==> src/matrix_pkg.sv <==
/*
 * shared definitions for the core/debug bus matrix
 * address constants, widths, transfer codes and the
 * request and address-phase structs
 */

`default_nettype none

package matrix_pkg;

   // ------------------------------------------------------------
   // widths and constants
   // ------------------------------------------------------------

   // address and data width
   localparam int addr_w = 32;
   // transfer size field from the core and the debug port
   localparam int size_w = 2;

   // top address nibble of the private peripheral bus
   localparam logic [3:0] ppb_prefix = 4'hE;

   // only idle and nonseq are ever generated, no bursts
   localparam logic [1:0] htrans_idle   = 2'b00;
   localparam logic [1:0] htrans_nonseq = 2'b10;

   // ------------------------------------------------------------
   // request and phase structs
   // ------------------------------------------------------------

   // core load/store/fetch request
   typedef struct packed {
      logic              spec;      // speculative transfer
      logic              ppb_trans; // access to PPB space
      logic              ext_trans; // access to external AHB
      logic [addr_w-1:0] addr;
      logic [size_w-1:0] size;
      logic              data;      // data not fetch
      logic              write;     // write not read
   } core_req_t;

   // debug slave port request
   typedef struct packed {
      logic              trans;
      logic [addr_w-1:0] addr;
      logic [size_w-1:0] size;
      logic              write;
   } dif_req_t;

   // AHB-Lite master port address phase
   typedef struct packed {
      logic              spec;
      logic [1:0]        htrans;
      logic [addr_w-1:0] haddr;
      logic [2:0]        hsize;
      logic [3:0]        hprot;
      logic              hwrite;
      logic              hmaster;   // 0 core, 1 debug
   } ahb_aphase_t;

   // address phase terms needed in the data phase
   typedef struct packed {
      logic ppb_trans;
      logic dif_aphase;
      logic write;
   } aphase_info_t;

endpackage

`default_nettype wire

==> src/matrix_aphase.sv <==
/*
 * address phase of the bus matrix
 * debug slot arbitration, PPB/AHB routing and
 * cacheable/bufferable decode onto the master port
 */

`timescale 1ns/1ps
`default_nettype none

module matrix_aphase #(
   parameter bit dif_en = 1'b1
) (
   input  wire                       hclk,
   input  wire                       reset_i,
   input  matrix_pkg::core_req_t     core_req_i,
   input  matrix_pkg::dif_req_t      dif_req_i,
   output matrix_pkg::ahb_aphase_t   ahb_aphase_o,
   output matrix_pkg::aphase_info_t  info_o,
   output logic                      dif_slot_o
);

   // ------------------------------------------------------------
   // debug port pruning
   // ------------------------------------------------------------

   matrix_pkg::dif_req_t        dif_req;
   logic                        dif_slot;
   logic                        dif_aphase;
   logic                        dif_ppb_sel;
   logic                        ahb_trans;
   logic                        ppb_trans;
   logic                        ahb_prot;
   logic                        ahb_c;
   logic                        ahb_b;
   logic [matrix_pkg::addr_w-1:0] ahb_addr;
   logic [matrix_pkg::size_w-1:0] ahb_size;
   logic                        ahb_write;

   // no debug port means no debug request ever arrives
   assign dif_req = dif_en ? dif_req_i : '0;

   // ------------------------------------------------------------
   // slot and routing
   // ------------------------------------------------------------

   // debug only gets cycles the core may not be using
   assign dif_slot   = ~core_req_i.spec;
   assign dif_aphase = dif_req.trans & dif_slot;

   // PPB occupies the E nibble of the map
   assign dif_ppb_sel = dif_req.addr[31:28] == matrix_pkg::ppb_prefix;

   // core external flag already excludes PPB, just OR in debug
   assign ahb_trans = core_req_i.ext_trans | (dif_aphase & ~dif_ppb_sel);

   // core fetches into PPB are dropped here
   assign ppb_trans = (core_req_i.ppb_trans & core_req_i.data) |
                      (dif_aphase & dif_ppb_sel);

   // debug accesses always count as data
   assign ahb_prot = core_req_i.data | dif_aphase;

   // debug request wins the address phase when it has the slot
   assign ahb_addr  = dif_aphase ? dif_req.addr  : core_req_i.addr;
   assign ahb_size  = dif_aphase ? dif_req.size  : core_req_i.size;
   assign ahb_write = dif_aphase ? dif_req.write : core_req_i.write;

   // ------------------------------------------------------------
   // memory map attributes
   // ------------------------------------------------------------

   // cacheable for the normal memory regions 0-3, 6-9
   assign ahb_c = (~ahb_addr[31] & ahb_addr[29]) |
                  (~ahb_addr[30] & ~ahb_addr[29]);
   // bufferable everywhere except the write-through regions
   assign ahb_b = ahb_addr[30] | ahb_addr[29];

   // ------------------------------------------------------------
   // outputs
   // ------------------------------------------------------------

   // speculative flag may rise without a real transfer
   assign ahb_aphase_o.spec    = core_req_i.spec | dif_req.trans;
   assign ahb_aphase_o.htrans  = ahb_trans ? matrix_pkg::htrans_nonseq
                                           : matrix_pkg::htrans_idle;
   assign ahb_aphase_o.haddr   = ahb_addr;
   assign ahb_aphase_o.hsize   = {1'b0, ahb_size};
   assign ahb_aphase_o.hprot   = {ahb_c, ahb_b, 1'b1, ahb_prot};
   assign ahb_aphase_o.hwrite  = ahb_write;
   assign ahb_aphase_o.hmaster = dif_en ? dif_slot : 1'b0;

   assign dif_slot_o = dif_en ? dif_slot : 1'b0;

   assign info_o.ppb_trans  = ppb_trans;
   assign info_o.dif_aphase = dif_aphase;
   assign info_o.write      = ahb_write;

   // ------------------------------------------------------------
   // checks
   // ------------------------------------------------------------

   // a transfer goes to AHB or to PPB, never both
   a_route_exclusive : assert property (
      @(posedge hclk) disable iff (reset_i)
      !((ahb_aphase_o.htrans == matrix_pkg::htrans_nonseq) && ppb_trans)
   );

endmodule

`default_nettype wire

==> src/matrix_dphase.sv <==
/*
 * data phase of the bus matrix
 * PPB and debug data-phase tracking, write data select
 * and PPB masking, debug read merge, response steering
 */

`timescale 1ns/1ps
`default_nettype none

module matrix_dphase #(
   parameter bit dif_en = 1'b1
) (
   input  wire                              hclk,
   input  wire                              reset_i,
   input  matrix_pkg::aphase_info_t         info_i,
   input  wire [matrix_pkg::addr_w-1:0]     core_wdata_i,
   input  wire [matrix_pkg::addr_w-1:0]     dif_wdata_i,
   input  wire [matrix_pkg::addr_w-1:0]     hrdata_i,
   input  wire [matrix_pkg::addr_w-1:0]     ppb_rdata_i,
   input  wire                              hready_i,
   input  wire                              hresp_i,
   output logic [matrix_pkg::addr_w-1:0]    hwdata_o,
   output logic                             ppb_active_o,
   output logic                             ppb_write_o,
   output logic [matrix_pkg::addr_w-1:0]    ppb_wdata_o,
   output logic [matrix_pkg::addr_w-1:0]    dif_rdata_o,
   output logic                             dif_resp_o,
   output logic                             cpu_resp_o
);

   // ------------------------------------------------------------
   // data phase state
   // ------------------------------------------------------------

   logic                          ppb_active_q;
   logic                          ppb_write_q;
   logic                          dif_dphase_q;
   logic [matrix_pkg::addr_w-1:0] dif_wdata;
   logic [matrix_pkg::addr_w-1:0] ahb_wdata;
   logic [matrix_pkg::addr_w-1:0] dif_rdata;

   // address phase moves into data phase on hready only
   always_ff @(posedge hclk) begin
      if (reset_i) begin
         ppb_active_q <= 1'b0;
         ppb_write_q  <= 1'b0;
         dif_dphase_q <= 1'b0;
      end else if (hready_i) begin
         ppb_active_q <= info_i.ppb_trans;
         ppb_write_q  <= info_i.ppb_trans & info_i.write;
         dif_dphase_q <= info_i.dif_aphase;
      end
   end

   // ------------------------------------------------------------
   // write data
   // ------------------------------------------------------------

   assign dif_wdata = dif_en ? dif_wdata_i : '0;

   // data follows whoever owned the previous address phase
   assign ahb_wdata = dif_dphase_q ? dif_wdata : core_wdata_i;

   // PPB write data sits at zero outside a PPB write phase
   // to save toggling on the rarely written PPB
   assign ppb_wdata_o = {matrix_pkg::addr_w{ppb_active_q & ppb_write_q}} & ahb_wdata;

   // ------------------------------------------------------------
   // read data and responses
   // ------------------------------------------------------------

   // PPB read data is zero outside a PPB data phase so a plain OR merges
   assign dif_rdata = ({matrix_pkg::addr_w{~ppb_active_q}} & hrdata_i) | ppb_rdata_i;

   // error for the debug port must not reach the core
   assign cpu_resp_o = hresp_i & ~dif_dphase_q;
   assign dif_resp_o = dif_en ? hresp_i : 1'b0;

   // ------------------------------------------------------------
   // outputs
   // ------------------------------------------------------------

   assign hwdata_o     = ahb_wdata;
   assign ppb_active_o = ppb_active_q;
   assign ppb_write_o  = ppb_write_q;
   assign dif_rdata_o  = dif_en ? dif_rdata : '0;

   // ------------------------------------------------------------
   // checks
   // ------------------------------------------------------------

   // PPB slave keeps its read data quiet outside its phase
   a_ppb_rdata_quiet : assert property (
      @(posedge hclk) disable iff (reset_i)
      !ppb_active_q |-> (ppb_rdata_i == '0)
   );

endmodule

`default_nettype wire

==> src/bus_matrix.sv <==
/*
 * bus matrix top level
 * joins the address phase and data phase halves
 */

`timescale 1ns/1ps
`default_nettype none

module bus_matrix #(
   parameter bit dif_en = 1'b1
) (
   input  wire                              hclk,
   input  wire                              reset_i,

   // requesters
   input  matrix_pkg::core_req_t            core_req_i,
   input  matrix_pkg::dif_req_t             dif_req_i,
   input  wire [matrix_pkg::addr_w-1:0]     core_wdata_i,
   input  wire [matrix_pkg::addr_w-1:0]     dif_wdata_i,

   // slave side returns
   input  wire [matrix_pkg::addr_w-1:0]     hrdata_i,
   input  wire [matrix_pkg::addr_w-1:0]     ppb_rdata_i,
   input  wire                              hready_i,
   input  wire                              hresp_i,

   // AHB-Lite master port
   output matrix_pkg::ahb_aphase_t          ahb_aphase_o,
   output logic [matrix_pkg::addr_w-1:0]    hwdata_o,

   // PPB and debug side
   output logic                             dif_slot_o,
   output logic                             ppb_active_o,
   output logic                             ppb_write_o,
   output logic [matrix_pkg::addr_w-1:0]    ppb_wdata_o,
   output logic [matrix_pkg::addr_w-1:0]    dif_rdata_o,
   output logic                             dif_resp_o,
   output logic                             cpu_resp_o
);

   // address phase terms handed over to the data phase
   matrix_pkg::aphase_info_t info;

   // ------------------------------------------------------------
   // address phase
   // ------------------------------------------------------------

   matrix_aphase #(
      .dif_en       (dif_en)
   ) u_aphase (
      .hclk         (hclk),
      .reset_i      (reset_i),
      .core_req_i   (core_req_i),
      .dif_req_i    (dif_req_i),
      .ahb_aphase_o (ahb_aphase_o),
      .info_o       (info),
      .dif_slot_o   (dif_slot_o)
   );

   // ------------------------------------------------------------
   // data phase
   // ------------------------------------------------------------

   matrix_dphase #(
      .dif_en       (dif_en)
   ) u_dphase (
      .hclk         (hclk),
      .reset_i      (reset_i),
      .info_i       (info),
      .core_wdata_i (core_wdata_i),
      .dif_wdata_i  (dif_wdata_i),
      .hrdata_i     (hrdata_i),
      .ppb_rdata_i  (ppb_rdata_i),
      .hready_i     (hready_i),
      .hresp_i      (hresp_i),
      .hwdata_o     (hwdata_o),
      .ppb_active_o (ppb_active_o),
      .ppb_write_o  (ppb_write_o),
      .ppb_wdata_o  (ppb_wdata_o),
      .dif_rdata_o  (dif_rdata_o),
      .dif_resp_o   (dif_resp_o),
      .cpu_resp_o   (cpu_resp_o)
   );

endmodule

`default_nettype wire

==> config.mk <==
export PLATFORM = sky130hd
export DESIGN_NAME = bus_matrix
export DESIGN_NICKNAME = d
export VERILOG_FILES = /design/src/matrix_pkg.sv /design/src/matrix_aphase.sv /design/src/matrix_dphase.sv /design/src/bus_matrix.sv
export SDC_FILE = /design/constraint.sdc
export NUM_CORES = 1
export LEC_CHECK = 0
export BUFFER_PORTS_ARGS = -buffer_cell sky130_fd_sc_hd__buf_2
export CAP_MARGIN = 15
export CORE_AREA = 10 10 129 131
export DETAILED_ROUTE_END_ITERATION = 16
export DIE_AREA = 0 0 139 141
export MAX_ROUTING_LAYER = met4
export PLACE_DENSITY = 0.43
export RECOVER_POWER = 100
export SKIP_CTS_REPAIR_TIMING = 1
export SLEW_MARGIN = 20
export SYNTH_ARGS = -nofsm -noshare
export SYNTH_HDL_FRONTEND = slang
export SYNTH_SLANG_ARGS = --single-unit
export TNS_END_PERCENT = 1
==> constraint.sdc <==
create_clock -name hclk -period 2.55 [get_ports hclk]
set_clock_uncertainty 0.05 [all_clocks]
set_input_delay 0.51 -clock hclk [delete_from_list [all_inputs] [get_ports hclk]]
set_output_delay 0.51 -clock hclk [all_outputs]
set_load 0.03 [all_outputs]
---- Yosys cells after proc, flatten, opt, wreduce, memory -nomap -nowiden ----
Index checks and enable logic that the tools add are counted.
Widths: inputs -> output; s select.
cells by class
  equal/unequal tests ..................... 1
  mux-type cells .......................... 5
  bitwise gates (word level) .............. 25
operators with widths
  cell                number
  $and 32x32->32      2
  $mux 32             2
  $or 32x32->32       1
  $and 1x1->1         9
  $not 1->1           7
  $or 1x1->1          6
  $eq 4x4->1 const B  1
  $mux 2              2
  $mux 1              1
word-level totals
  register bits ........................... 3
  input bits .............................. 207
  output and inout port bits .............. 145
  logic and storage cells ................. 34

---- Longest topological paths before layout ----
  depth after elaboration ................. 6
  gate-level depth with buffers ........... 6
  depth with buffers taken out ............ 3

---- Cells and area by module ----
Synthesis repeated with hierarchy kept, for this count alone.
second synthesis, totals
  cell total of the unflattened synthesis .. 188
  area, all modules ....................... 1804.2 um2
by module, submodules not included
  module         instances  cells each  area each (um2)
  matrix_dphase  1          120         1098.6
  matrix_aphase  1          68          705.7

---- Worst setup path after synthesis ----
Ideal clock, no wire load.
  path type ............................... register -> output
  from .................................... register u_dphase.dif_dphase_q
  to ...................................... output port ppb_wdata_o[12] (netlist bit)
  data arrival time ....................... 1383 ps
  data required time ...................... 1990 ps
  path slack .............................. 607 ps
  stages on the path, launching flop included .. 5
  buffers on the path ..................... 2
  cells stage by stage .................... dfxtp_1 -> buf_6 -> buf_6 -> mux2_2 -> nor2b_1
on the way
  cells in the longest elaborated chain, start to end .. 2
ends and longest elaborated chain
  item                    line                 RTL
  from (decl)             matrix_dphase.sv:37  logic dif_dphase_q;
  from (signal assigned)  matrix_dphase.sv:51  dif_dphase_q <= info_i.dif_aphase;
  $mux 32                 matrix_dphase.sv:62  assign ahb_wdata = dif_dphase_q ? dif_wdata : core_wdata_i;
  via hwdata_o, one bit   bus_matrix.sv:29     output logic [matrix_pkg::addr_w-1:0] hwdata_o,
  $and 32x32->32          matrix_dphase.sv:66  assign ppb_wdata_o = {matrix_pkg::addr_w{ppb_active_q & ppb_write_q}} & ahb_wdata;
  to (decl)               bus_matrix.sv:35     output logic [matrix_pkg::addr_w-1:0] ppb_wdata_o,
The timed path passes the listed nets, and every way through them passes these cells.

==> results.toml <==
[clocking]
cts.path.max_buffers = 2
htreeDepth = 1
cts_tree = "yes"
numCtsBuffers = 3
cts_root_buffer = "clkbuf_16"
path_clk_slew_ps = 30
clk_latency_ps = 220
clock_sinks = 3

[synth]
synth.distinct_cells = 23
synth.area.top_cells = "mux2_2 (28%), mux2_4 (21%), a21o_1 (14%), nor2b_1 (12%), buf_6 (5.9%)"
synth-edff-count = 0
synth.top_cell.area_share_pct = 28.2
ys.flop_type = "dfxtp_1"
ys_warn_count = 0
syn_avg_cell_area_um2 = 9.09
synthCells = 189
synth_area_um2 = 1720
ys_seq_area_share_pct = 3.50
synthTopCellsByCount = "mux2_2 (43), nor2b_1 (34), a21o_1 (33), mux2_4 (24), buf_4 (10)"
synth.most_common_cell = "mux2_2"
yosysTopAreaCell = "mux2_2"
async_reset_ff_share_pct = 0
synth-seq-cells = 3

[sta]
max-slew-margin-rel_pct = 60.6
slew_violations = 0
post-route-period-util_pct = 88.4
max_freq_mhz = 443
fin_tns_setup_ps = 0
fin_crit_ps = 2250
rsz0062_at_grt = "false"
tightest_slew_ps = 592
whs_ps = 472
setup_violations = 0
hold_violations = 0

[detailed_routing]
drtAntennaViolNets = 0
drc = 0
dr.first_iter.drc_count = 95
drt-total-wl_mm = 11.3
firstDrtPassIters = 4
wire_per_inst_um = 16.0
vias_per_cell = 3.87
vias = 2734

[finish]
final_core_util_pct = 24.5
antenna_cells = 0
syn_to_final_growth_pct = 103
fill_cells = 1643
layout-drive-gt1-share_pct = 59.7
fin_area_um2 = 3480
final_nets = 731

[floorplan]
die_x_um = 139
ios = 352
coreArea_um2 = 14200
die_y_um = 141
dieArea_um2 = 19600
num_rows = 44
start_util_pct = 12.1

[power_and_ir_drop]
total_power_mw = 1.04
p_per_area_nw_per_um2 = 300
leakage_nw = 1.78
ir_drop_v = 0.000278

[worst_hold_path]
hold_class = "in2reg"

[grt]
grt_pass1_wl_mm = 16.3
grt_usage_pct = 10.4
grt_antenna_before_repair = 0
grt_max_degree = 35
grt_overflow = 0
grt_pass1_vias = 3050

[worst_setup_path]
path_class = "in2out"
setup.worst_path.start_class = "input port"
arrival_ps = 1690
crit_fanout = 21
required_ps = 1990
endpoint_kind = "output pin"
rrSetupSlack_ps = 1680

[placed_design]
portBuffers = 348
placed_area_um2 = 3560
place_hpwl_mm = 10.5
gp_congestion = 0.863

[flow_run]
maxCapViolCount = 0

[run_status]
status = "finished, final reports clean"
==> power breakdown <==
part	internal [mW]	switching [mW]	total, mW	leakage [nW]
clock network	0.206	0.0380	0.244	0.0382
logic	0.297	0.451	0.748	1.72
registers	0.0496	0.00251	0.0521	0.0250
total	0.552	0.492	1.04	1.78
==> cells in the final DEF, fill, tap and decap left out, drive strengths merged, types with 2 or more instances in the layout <==
cell	instances
mux2i	2
buf	239
o21ai	2
conb	3
clkbuf	119
inv	6
mux2	67
nand2	3
nor2b	35
a21o	33
nor2	3
dfxtp	3
==> stage by stage <==
| step | instances | worst slack (ps) |
|---|---|---|
| after global routing | 707 | 168 |
| after floorplan | 190 | 607 |
| final | 707 | 295 |
| after CTS | 707 | 406 |
| after global placement | 703 | 421 |
| after detailed placement | 703 | 407 |
==> state kept, by name, indices dropped and copies added, names as in the netlist <==
register               count
u_dphase.dif_dphase_q      1
u_dphase.ppb_active_o      1
u_dphase.ppb_write_o       1
==> final timing paths <==
path	from	to	cells past startpoint
worst min register to register	u_dphase.ppb_write_o	u_dphase.ppb_write_o	2
worst min-delay path	reset_i	u_dphase.dif_dphase_q	2
worst max-delay path	core_req_i[38]	ahb_aphase_o[7]	5
worst max register to register	u_dphase.dif_dphase_q	u_dphase.dif_dphase_q	3
==> critical path, stage by stage <==
cell      delay [ps]
buf_2            110
nor2b_1          210
buf_4            300
mux2_2           360
clkbuf_1         210
==> cell families after synthesis <==
group	after synthesis	synth area share, %
multiplexers	69	50.3
AND/OR/NAND/NOR	45	15.7
AO/OA/AOI/OAI	39	17.2
buffers and inverters	31	12.9
flip-flops	3	3.50
other	2	0.437
==> metal layers <==
metal | part of all wire [%] | GRT usage (%) | wire [um] | vias to the layer above
met4 | 0.79 | 1.32 | 90 | 0
li1 | - | - | - | 1318
met2 | 52 | 18.9 | 5840 | 197
met1 | 39 | 11.0 | 4430 | 1211
met5 | 0 | - | 0 | -
met3 | 8.6 | 3.43 | 976 | 8
==> cell type report <==
cell class | count | area (um^2) | share of cell area, %
clock buffers | 4 | 78.8 | 2.26
inverters | 6 | 22.5 | 0.647
multi-input cells | 156 | 1440 | 41.3
flip-flops and latches | 3 | 61.3 | 1.76
well taps | 184 | 230 | 6.61
repair buffers | 354 | 1650 | 47.4
Note: power is estimated with default switching activity, not from simulation.
